[src/verilog/als_defs.svh]
// Light sensor sizes and timing
`ifndef ALS_DEFS_SVH
`define ALS_DEFS_SVH

// Serial clock half period in clk cycles
`define ALS_SCK_HALF     8

// Frame layout in serial clock edges
`define ALS_PREFIX_BITS  3
`define ALS_DATA_BITS    8
`define ALS_FRAME_BITS   16
`define ALS_QUERY_GAP    4

// Window depth is 1 << ALS_AVG_LOG2
`define ALS_AVG_LOG2     2

`define ALS_TH_DIM       64
`define ALS_TH_BRIGHT    128
`define ALS_TH_SUN       192

`define ALS_CREDITS      4

`endif
[src/verilog/alsPkg.sv]
// Light sensor types
`include "als_defs.svh"

package alsPkg;

    typedef enum logic [1:0] {
        rdIdle,
        rdPrefix,
        rdData,
        rdPostfix
    } readerState_t;

    typedef enum logic [1:0] {
        lvDark,
        lvDim,
        lvBright,
        lvSun
    } lightLevel_t;

    typedef struct packed {
        logic [`ALS_DATA_BITS-1:0] value;
        logic [7:0]                seq;
    } sample_t;

    typedef struct packed {
        logic [`ALS_DATA_BITS-1:0] raw;
        logic [`ALS_DATA_BITS-1:0] mean;
        logic [7:0]                seq;
    } avgSample_t;

    // dropped saturates at 15
    typedef struct packed {
        lightLevel_t               level;
        logic [`ALS_DATA_BITS-1:0] mean;
        logic [`ALS_DATA_BITS-1:0] raw;
        logic [7:0]                seq;
        logic [3:0]                dropped;
    } lightReport_t;

endpackage

[src/verilog/alsTop.sv]
// Ambient light sensor pipeline
`include "als_defs.svh"

module alsTop (
    input  logic                 clk,
    input  logic                 rstN,
    output logic                 cs,
    output logic                 sck,
    input  logic                 sdo,
    output alsPkg::lightReport_t report,
    output logic                 reportValid,
    input  logic                 creditReturn
);

    import alsPkg::*;

    logic       sckRaw;
    logic       sckRise;
    sample_t    sample;
    logic       sampleValid;
    avgSample_t avg;
    logic       avgValid;

    sckDivider u_sckDivider (
        .clk     (clk),
        .rstN    (rstN),
        .sckRaw  (sckRaw),
        .sckRise (sckRise)
    );

    alsSpiReader #(
        .QUERY_GAP (`ALS_QUERY_GAP)
    ) u_reader (
        .clk         (clk),
        .rstN        (rstN),
        .sckRaw      (sckRaw),
        .sckRise     (sckRise),
        .sdo         (sdo),
        .cs          (cs),
        .sck         (sck),
        .sample      (sample),
        .sampleValid (sampleValid)
    );

    sampleAverager u_averager (
        .clk         (clk),
        .rstN        (rstN),
        .sample      (sample),
        .sampleValid (sampleValid),
        .avg         (avg),
        .avgValid    (avgValid)
    );

    lightClassifier u_classifier (
        .clk          (clk),
        .rstN         (rstN),
        .avg          (avg),
        .avgValid     (avgValid),
        .creditReturn (creditReturn),
        .report       (report),
        .reportValid  (reportValid)
    );

endmodule

[src/verilog/lightClassifier.sv]
// Light level classifier with credit flow control
`include "als_defs.svh"

module lightClassifier (
    input  logic                 clk,
    input  logic                 rstN,
    input  alsPkg::avgSample_t   avg,
    input  logic                 avgValid,
    input  logic                 creditReturn,
    output alsPkg::lightReport_t report,
    output logic                 reportValid
);

    import alsPkg::*;

    localparam int CRED_W = $clog2(`ALS_CREDITS + 1);

    logic [CRED_W-1:0] credits;
    logic              canSend;
    logic              candValid;
    logic              sendNow;
    logic              pendValid;
    lightReport_t      newRep;
    lightReport_t      pendRep;
    lightReport_t      candRep;
    logic [3:0]        dropCnt;
    logic [3:0]        candDropped;

    function automatic lightLevel_t classify(input logic [`ALS_DATA_BITS-1:0] mean);
        if (mean < `ALS_TH_DIM) begin
            return lvDark;
        end else if (mean < `ALS_TH_BRIGHT) begin
            return lvDim;
        end else if (mean < `ALS_TH_SUN) begin
            return lvBright;
        end
        return lvSun;
    endfunction

    always_comb begin
        newRep.level   = classify(avg.mean);
        newRep.mean    = avg.mean;
        newRep.raw     = avg.raw;
        newRep.seq     = avg.seq;
        newRep.dropped = '0;

        // A new report arriving on a full slot replaces it
        if (avgValid && pendValid && dropCnt != 4'hf) begin
            candDropped = dropCnt + 1'b1;
        end else begin
            candDropped = dropCnt;
        end

        candValid       = avgValid || pendValid;
        candRep         = avgValid ? newRep : pendRep;
        candRep.dropped = candDropped;
    end

    // A returning credit can be spent in the same cycle
    assign canSend = (credits != '0) || creditReturn;
    assign sendNow = candValid && canSend;

    always_ff @(posedge clk or negedge rstN) begin
        if (!rstN) begin
            credits     <= CRED_W'(`ALS_CREDITS);
            pendValid   <= 1'b0;
            dropCnt     <= '0;
            reportValid <= 1'b0;
        end else begin
            credits     <= credits + CRED_W'(creditReturn) - CRED_W'(sendNow);
            reportValid <= sendNow;
            if (sendNow) begin
                pendValid <= 1'b0;
                dropCnt   <= '0;
            end else if (avgValid) begin
                pendValid <= 1'b1;
                dropCnt   <= candDropped;
            end
        end
    end

    always_ff @(posedge clk) begin
        if (sendNow) begin
            report <= candRep;
        end
        if (avgValid && !sendNow) begin
            pendRep <= newRep;
        end
    end

endmodule

[src/verilog/sampleAverager.sv]
// Moving average over the last readings
`include "als_defs.svh"

module sampleAverager (
    input  logic               clk,
    input  logic               rstN,
    input  alsPkg::sample_t    sample,
    input  logic               sampleValid,
    output alsPkg::avgSample_t avg,
    output logic               avgValid
);

    import alsPkg::*;

    localparam int DEPTH = 1 << `ALS_AVG_LOG2;
    localparam int SUM_W = `ALS_DATA_BITS + `ALS_AVG_LOG2;

    logic [`ALS_DATA_BITS-1:0] window [DEPTH];
    logic [SUM_W-1:0]          sum;
    logic [SUM_W-1:0]          sumNext;

    // Oldest entry leaves as the new one enters
    assign sumNext = sum + SUM_W'(sample.value) - SUM_W'(window[DEPTH-1]);

    always_ff @(posedge clk or negedge rstN) begin
        if (!rstN) begin
            for (int i = 0; i < DEPTH; i++) begin
                window[i] <= '0;
            end
            sum      <= '0;
            avgValid <= 1'b0;
        end else begin
            avgValid <= sampleValid;
            if (sampleValid) begin
                window[0] <= sample.value;
                for (int i = 1; i < DEPTH; i++) begin
                    window[i] <= window[i-1];
                end
                sum <= sumNext;
            end
        end
    end

    // Truncating divide by the depth
    always_ff @(posedge clk) begin
        if (sampleValid) begin
            avg.raw  <= sample.value;
            avg.mean <= sumNext[SUM_W-1:`ALS_AVG_LOG2];
            avg.seq  <= sample.seq;
        end
    end

endmodule

[src/verilog/alsSpiReader.sv]
// SPI frame reader for the light sensor
`include "als_defs.svh"

module alsSpiReader #(
    parameter int QUERY_GAP = `ALS_QUERY_GAP
) (
    input  logic            clk,
    input  logic            rstN,
    input  logic            sckRaw,
    input  logic            sckRise,
    input  logic            sdo,
    output logic            cs,
    output logic            sck,
    output alsPkg::sample_t sample,
    output logic            sampleValid
);

    import alsPkg::*;

    localparam int POSTFIX_BITS = `ALS_FRAME_BITS - `ALS_PREFIX_BITS - `ALS_DATA_BITS;
    localparam int CNT_MAX      = (QUERY_GAP > `ALS_FRAME_BITS) ? QUERY_GAP : `ALS_FRAME_BITS;
    localparam int CNT_W        = $clog2(CNT_MAX + 1);

    readerState_t              state;
    logic [CNT_W-1:0]          bitCnt;
    logic [`ALS_DATA_BITS-1:0] shiftBuf;
    logic [7:0]                frameSeq;
    logic                      phaseEnd;
    logic                      gapDone;

    // Last edge of the current frame phase
    always_comb begin
        unique case (state)
            rdPrefix:  phaseEnd = (bitCnt == CNT_W'(`ALS_PREFIX_BITS - 1));
            rdData:    phaseEnd = (bitCnt == CNT_W'(`ALS_DATA_BITS - 1));
            rdPostfix: phaseEnd = (bitCnt == CNT_W'(POSTFIX_BITS - 1));
            default:   phaseEnd = 1'b0;
        endcase
    end

    assign gapDone = (bitCnt == CNT_W'(QUERY_GAP));

    always_ff @(posedge clk or negedge rstN) begin
        if (!rstN) begin
            state       <= rdIdle;
            bitCnt      <= '0;
            frameSeq    <= '0;
            sampleValid <= 1'b0;
        end else begin
            sampleValid <= 1'b0;
            unique case (state)
                rdIdle: begin
                    // Start only while sck is low so the frame opens cleanly
                    if (gapDone) begin
                        if (!sckRaw) begin
                            state  <= rdPrefix;
                            bitCnt <= '0;
                        end
                    end else if (sckRise) begin
                        bitCnt <= bitCnt + 1'b1;
                    end
                end
                rdPrefix, rdData: begin
                    if (sckRise) begin
                        if (phaseEnd) begin
                            state  <= (state == rdPrefix) ? rdData : rdPostfix;
                            bitCnt <= '0;
                        end else begin
                            bitCnt <= bitCnt + 1'b1;
                        end
                    end
                end
                rdPostfix: begin
                    if (sckRise) begin
                        if (phaseEnd) begin
                            state       <= rdIdle;
                            bitCnt      <= '0;
                            sampleValid <= 1'b1;
                            frameSeq    <= frameSeq + 1'b1;
                        end else begin
                            bitCnt <= bitCnt + 1'b1;
                        end
                    end
                end
            endcase
        end
    end

    // MSB first
    always_ff @(posedge clk) begin
        if (sckRise && state == rdData) begin
            shiftBuf <= {shiftBuf[`ALS_DATA_BITS-2:0], sdo};
        end
        if (sckRise && state == rdPostfix && phaseEnd) begin
            sample.value <= shiftBuf;
            sample.seq   <= frameSeq;
        end
    end

    assign cs  = (state == rdIdle);
    assign sck = !cs && sckRaw;

endmodule

[src/verilog/sckDivider.sv]
// Serial clock generator
`include "als_defs.svh"

module sckDivider (
    input  logic clk,
    input  logic rstN,
    output logic sckRaw,
    output logic sckRise
);

    localparam int HALF_W = (`ALS_SCK_HALF > 1) ? $clog2(`ALS_SCK_HALF) : 1;

    logic [HALF_W-1:0] halfCnt;
    logic              halfEnd;

    assign halfEnd = (halfCnt == HALF_W'(`ALS_SCK_HALF - 1));

    // Level toggles at the end of each half period
    always_ff @(posedge clk or negedge rstN) begin
        if (!rstN) begin
            halfCnt <= '0;
            sckRaw  <= 1'b0;
            sckRise <= 1'b0;
        end else begin
            // Flag lines up with the first high cycle
            sckRise <= halfEnd && !sckRaw;
            if (halfEnd) begin
                halfCnt <= '0;
                sckRaw  <= ~sckRaw;
            end else begin
                halfCnt <= halfCnt + 1'b1;
            end
        end
    end

endmodule

[config.mk]
export PLATFORM = sky130hd
export DESIGN_NAME = alsTop
export DESIGN_NICKNAME = d
export VERILOG_FILES = /design/src/verilog/alsPkg.sv /design/src/verilog/alsTop.sv /design/src/verilog/lightClassifier.sv /design/src/verilog/sampleAverager.sv /design/src/verilog/alsSpiReader.sv /design/src/verilog/sckDivider.sv
export VERILOG_INCLUDE_DIRS = /design/src /design/src/verilog
export SDC_FILE = /design/constraint.sdc
export NUM_CORES = 1
export LEC_CHECK = 0
export BUFFER_PORTS_ARGS = -buffer_cell sky130_fd_sc_hd__buf_2
export CAP_MARGIN = 20
export CORE_MARGIN = 3
export CORE_UTILIZATION = 25
export DETAILED_ROUTE_END_ITERATION = 8
export GPL_TIMING_DRIVEN = 1
export PLACE_DENSITY = 0.47
export SYNTH_ARGS = -nofsm -noshare
export SYNTH_HDL_FRONTEND = slang
export SYNTH_SLANG_ARGS = --single-unit
[constraint.sdc]
create_clock -name clk -period 4.42 [get_ports clk]
set_input_delay 0.442 -clock clk [delete_from_list [all_inputs] [get_ports clk]]
set_output_delay 0.442 -clock clk [all_outputs]
set_load 0.005 [all_outputs]
======== After elaboration in Yosys (flattened, before gate mapping) ========
Index checks and enable logic that the tools add are counted.
storage, ports and cells
  bits in registers ....................... 177
  input bits .............................. 4
  output and inout port bits .............. 33
  word-level logic and storage cells ...... 115
cells by class
  $add $sub $neg .......................... 8
  magnitude comparators ................... 3
  equal/unequal tests ..................... 17
  multiplexer cells ....................... 32
  bitwise logic cells ..................... 1
  reductions and logical operators ........ 22
operators with widths
  cell                                                   number
  two-way mux 30 bit                                     1
  two-way mux 5 bit                                      5
  two-way mux 2 bit                                      10
  < comparator 8 bit, second input constant              2
  two-way mux 4 bit                                      3
  adder 10 x 8 -> 10 bit                                 1
  equality test 5 x 3 -> 1 bit, second input constant    2
  case mux 5 bit (2 select lines)                        1
  subtractor 10 x 8 -> 10 bit                            1
  logical AND 1 bit                                      9
  two-way mux 1 bit                                      9
  adder 8 x 1 -> 8 bit, second input constant            1
  < comparator 8 x 7 -> 1 bit, second input constant     1
  inequality test 2 bit, second input constant           4
  inequality test 2 x 1 -> 1 bit, second input constant  3
  inequality test 3 bit, second input constant           2
  case mux 2 bit (3 select lines)                        1
  AND reduction 3 bit                                    2
  AND reduction 6 bit                                    1
  adder 5 x 1 -> 5 bit, second input constant            1
  equality test 5 x 2 -> 1 bit, second input constant    1
  adder 4 x 1 -> 4 bit, second input constant            1
  equality test 2 bit, second input constant             2
  inequality test 4 bit, second input constant           1
  other kinds (15)                                       18

======== Longest topological paths before layout ========
  depth in word-level cells ............... 6
  gate-level depth with buffers ........... 11
  gate-level depth less buffers ........... 11

======== Hierarchy ========
Synthesis repeated with hierarchy kept, for this count alone.
unflattened totals
  cells, all modules ...................... 495
  area total of the unflattened synthesis .. 7417.1 sq um
modules (own cells, without submodules)
  module           instances  cells each  area an instance (sq um)
  sampleAverager   1          225         3016.6
  lightClassifier  1          145         2546.2
  alsSpiReader     1          115         1682.9
  sckDivider       1          10          171.4

======== Least setup slack after synthesis ========
OpenSTA, ideal clock, no wires.
  kind .................................... reg-to-reg
  from .................................... register u_averager.avgValid
  to ...................................... register u_classifier.credits[2]
  library setup time ...................... 0.075 ns
  arrival ................................. 3.094 ns
  required time ........................... 4.345 ns
  path slack .............................. 1.251 ns
  stages on the path, launching flop included .. 10
  clock period less this slack ............ 3.169 ns
  path through ............................ dfrtp_1 > clkbuf_1 > nor2_1 > nor2_1 > ha_1 > inv_1 > ha_1 > fa_1 > xnor2_1 > xnor2_1
on the way
  cells in the longest elaborated chain, start to end .. 3
RTL lines
  element                         line                   text
  start: declaration              sampleAverager.sv:10   output logic avgValid
  start signal: assignment        sampleAverager.sv:33   avgValid <= sampleValid;
  logical OR 1 bit                lightClassifier.sv:54  candValid = avgValid || pendValid;
  logical AND 1 bit               lightClassifier.sv:61  assign sendNow = candValid && canSend;
  named net u_classifier.sendNow  lightClassifier.sv:21  logic sendNow;
  subtractor 3 x 1 -> 3 bit       lightClassifier.sv:70  credits <= credits + CRED_W'(creditReturn) - CRED_W'(sendNow);
  end signal: assignment          lightClassifier.sv:65  credits <= CRED_W'(`ALS_CREDITS);
  end signal: assignment          lightClassifier.sv:70
  end: declaration                lightClassifier.sv:18  logic [CRED_W-1:0] credits;
The timed path passes the listed nets, and every way through them passes these cells.
A chain may end at the register's enable or synchronous reset.

======== Worst setup path in the final report ========
  from .................................... register u_reader.sample[9] (netlist name)
  to ...................................... register u_averager.sum[9]
on the way
  cells in the longest elaborated chain, start to end .. 2
RTL lines
  element                      line                  text
  adder 10 x 8 -> 10 bit       sampleAverager.sv:23  assign sumNext = sum + SUM_W'(sample.value) - SUM_W'(window[DEPTH-1]);
  subtractor 10 x 8 -> 10 bit  sampleAverager.sv:23
  end signal: assignment       sampleAverager.sv:39  sum <= sumNext;
  end: declaration             sampleAverager.sv:19  logic [SUM_W-1:0] sum;
Every way passes these cells.

==> key figures <==
Floorplan
  – Chip Height: 178 um
  – Die Span X: 178 um
  – FP Rows: 62
  – Die area: 31500 sq um
  – Initial Util: 25.5%
  – IO Pins: 37
  – Total core area: 28900 sq um

Routing
  – Final antenna-violating net count: 0
  – WL met2: 6040 um
  – Met1 WL: 5610 um
  – Post-DR vias/cell: 4.17
  – Pre-antenna DRT Iters: 4
  – 1st-iter DRT viols: 141
  – Post-route DRC: 0
  – Top sig layer: met5
  – DR vias: 3928
  – Wirelength per Cell: 13.0 um
  – Wirelength, routed: 12300 um
  – Metal3 WL: 412 um

Worst setup path
  – Worst reg-to-reg path cell count: 9
  – Crit path launch type: flip-flop
  – CP required: 4.70 ns
  – Crit-path max cell delay: 0.58 ns
  – Reg-to-Reg Start: u_reader.sample[9]
  – Worst EP arrival: 3.17 ns
  – Worst R2R End: u_averager.sum[9]
  – Slowest-stage cell, CP: fa_1
  – Peak fanout along the critical path: 6
  – Flop2flop setup slack: 1.53 ns
  – Cell Chain, Critical Path: inv_1 -> fa_1 -> inv_1 -> ha_1 -> a211oi_1 -> nor4_2 -> nor2_1 -> nor2_1 -> or4_1
  – Critical path type: reg -> reg
  – Crit end category: flip-flop

Global route
  – Antenna violations before repair: 1
  – Vias in the first global route: 4127
  – First-pass GRT wire length: 21000 um
  – GRT Overall Usage: 8.40%
  – Largest net degree at the start of global routing: 52
  – GRT overflow: 0

Clock network
  – CTS Sinks: 177
  – CTS tree: done
  – Clock slew at reported path FFs: 0.06 ns
  – Clock tree buffer depth: 2
  – CTS Hold Bufs: 0
  – Root Buffer: clkbuf_16
  – Post_cts resized: 0
  – CTS buffer count: 17
  – Worst skew pair latency: 0.42 ns
  – H-Tree Level Count: 4
  – Setup bufs post-CTS: 0

Power and ir drop
  – Pwr dens: 389 nW/um^2
  – Worst VDD drop: 0.188 mV
  – Leak: 0.00337 uW
  – Design Power: 3350 uW

Synthesis
  – Syn Area/Cell: 14.8 sq um
  – Dominant combinational cell family by area after synthesis: multiplexers
  – Mux share of post-synthesis cell area: 9.14%
  – EDFF count, synth: 104
  – Register area share after synthesis: 67.3%
  – Netlist cell types: 56
  – Syn Nets: 534
  – Synth Warn #: 0
  – Post-Synth Adder-Cell Area: 6.36%
  – Simple-gate area share of the yosys netlist: 5.81%
  – Ys async rst share: 41.2%
  – Predominant post-synthesis flop cell: edfxtp_1
  – Post-synthesis compound-gate area fraction: 5.69%
  – Synth Area in XOR/XNOR: 2.26%
  – Gate Count Post-Synth: 498
  – Synthesized flop and latch total: 177
  – Post-synthesis cell area: 7360 sq um

STA
  – Fin crit period: 2.89 ns
  – Total negative slack: 0 ns
  – Worst-Margin Slew: 0.833 ns
  – Final period util: 65.4%
  – Final setup vio count: 0
  – RSZ-0062 raised after global routing: false
  – Final Hold Slack: -0.00329 ns
  – Final-report hold violation count: 3
  – Max-Slew Margin vs Limit: 44.4%
  – Final Skew: 0.00670 ns
  – Fmax: 346 MHz
  – Slew Viols, Final: 0

Layout
  – # diodes: 0
  – Non-Filler Instances: 942
  – Most frequent cells in the layout: edfxtp_1, dfrtp_1, mux2_2, inv_1, buf_2
  – Most common cell after layout, fill and taps aside: edfxtp_1
  – Layout area overhead: 17.0%
  – # fillers: 2895
  – Layout cell share with drive strength beyond 1: 24.9%
  – Final net count: 581

Status
  – Failing checks: hold timing
  – Outcome: finished with violations

Placement
  – I/O Buffers: 36
  – Routability congestion estimate: 0.763
  – Cell count after placement: 909
  – Final HPWL DP: 8360 um

Hold path
  – Worst hold path class: in -> async

Flow run
  – Max-cap violations: 0
how the worst max path moves through the flow:
stage | from | to
2_1_floorplan | u_averager.avgValid | u_classifier.credits[2]
3_3_place_gp | u_reader.sample[9] | u_averager.avg[13]
3_5_place_dp | u_reader.sample[9] | u_averager.sum[9]
4_1_cts | u_reader.sample[9] | u_averager.sum[9]
5_1_grt | u_reader.sample[9] | u_averager.sum[9]
6_report | u_reader.sample[9] | u_averager.sum[9]
layout make-up:
type | instances | area, sq um | share of cell area [%]
flip-flops and latches | 177 | 4950 | 57.5
clock inverters | 13 | 158 | 1.83
inverters | 52 | 195 | 2.27
clock buffers | 19 | 433 | 5.02
multi-input cells | 254 | 2160 | 25.0
well taps | 384 | 480 | 5.58
repair buffers | 43 | 240 | 2.79
stage by stage:
step                hold WS [ns]  instance area, sq um  util, %  worst slack (ns)
floorplan                  0.146                  7360        -              1.25
global placement           0.405                  8010     27.8              1.63
detailed placement         0.405                  8010     27.8              1.55
CTS                       0.0173                  8600     29.8              1.54
global route              0.0341                  8620     29.9              1.31
finish                  -0.00329                  8620     29.9              1.53
kinds of logic after synthesis:
group	count (synthesis)
DFF	177
and+or+nand+nor	82
buffers and inverters	67
AOI/OAI and AO/OA	61
muxes	60
adders and majority gates	32
xor gates and xnor gates	19
sequential cells by signal, indices dropped and copies added (netlist names):
register	flops
u_reader.frameSeq	8
u_reader.sampleValid	1
u_averager.avg	24
u_reader.state	2
u_sckDivider.halfCnt	3
u_averager.window	32
u_classifier.pendRep	26
u_classifier.reportValid	1
u_reader.bitCnt	5
u_reader.shiftBuf	8
u_averager.avgValid	1
u_sckDivider.sckRaw	1
u_classifier.dropCnt	4
u_reader.sample	16
u_classifier.report	30
u_classifier.credits	3
u_sckDivider.sckRise	1
u_averager.sum	10
u_classifier.pendValid	1
cell usage after synthesis, types with 2 or more instances:
library cell  instances  area, sq um
o22ai_1               3         18.8
o21a_1                4         30.0
nand2b_1              3         18.8
and3_1                3         18.8
and2_1                2         12.5
edfxtp_1            104         3120
dfrtp_1              72         1800
nor2b_1               6         37.5
a31oi_1               2         12.5
inv_1                52          195
buf_2                 2         10.0
mux2_2               58          653
fa_1                  9          180
ha_1                 23          288
xor2_1                5         43.8
o21ai_0              14         70.1
o221ai_1              2         17.5
or4_1                 2         15.0
or2_2                 2         12.5
a21o_1                2         15.0
nand3_1               6         30.0
nor3_1                3         15.0
o31ai_1               3         22.5
nand2_1              23         86.3
nand4_1               9         56.3
clkbuf_1              9         33.8
nor2_1               15         56.3
a22oi_1               2         15.0
a21oi_1              12         60.1
o2bb2ai_1             4         35.0
xnor2_1              14          123
mux2i_1               2         20.0
buf_1                 3         11.3
critical path: cells and delay by family (launching register included):
family          cells  cell delay [ns]
fa+ha+maj           2             0.88
flops               1             0.35
buf+inv             2             0.11
simple gates        4             1.06
compound gates      1             0.35
routing by layer:
layer  global-route usage, %  vias to the layer above
met5                       0                        -
met4                    3.44                        2
met3                    2.18                       13
met2                    14.3                       56
met1                    10.1                     1981
li1                        -                     1876
where the power goes:
part	switching [uW]	total, uW	internal, uW	leakage (uW)
Sequential	11.5	1770	1760	0.00185
Clock	621	1510	892	0.000289
Combinational	40.7	68.3	27.6	0.00123
Power figures use the tool's default switching activity.
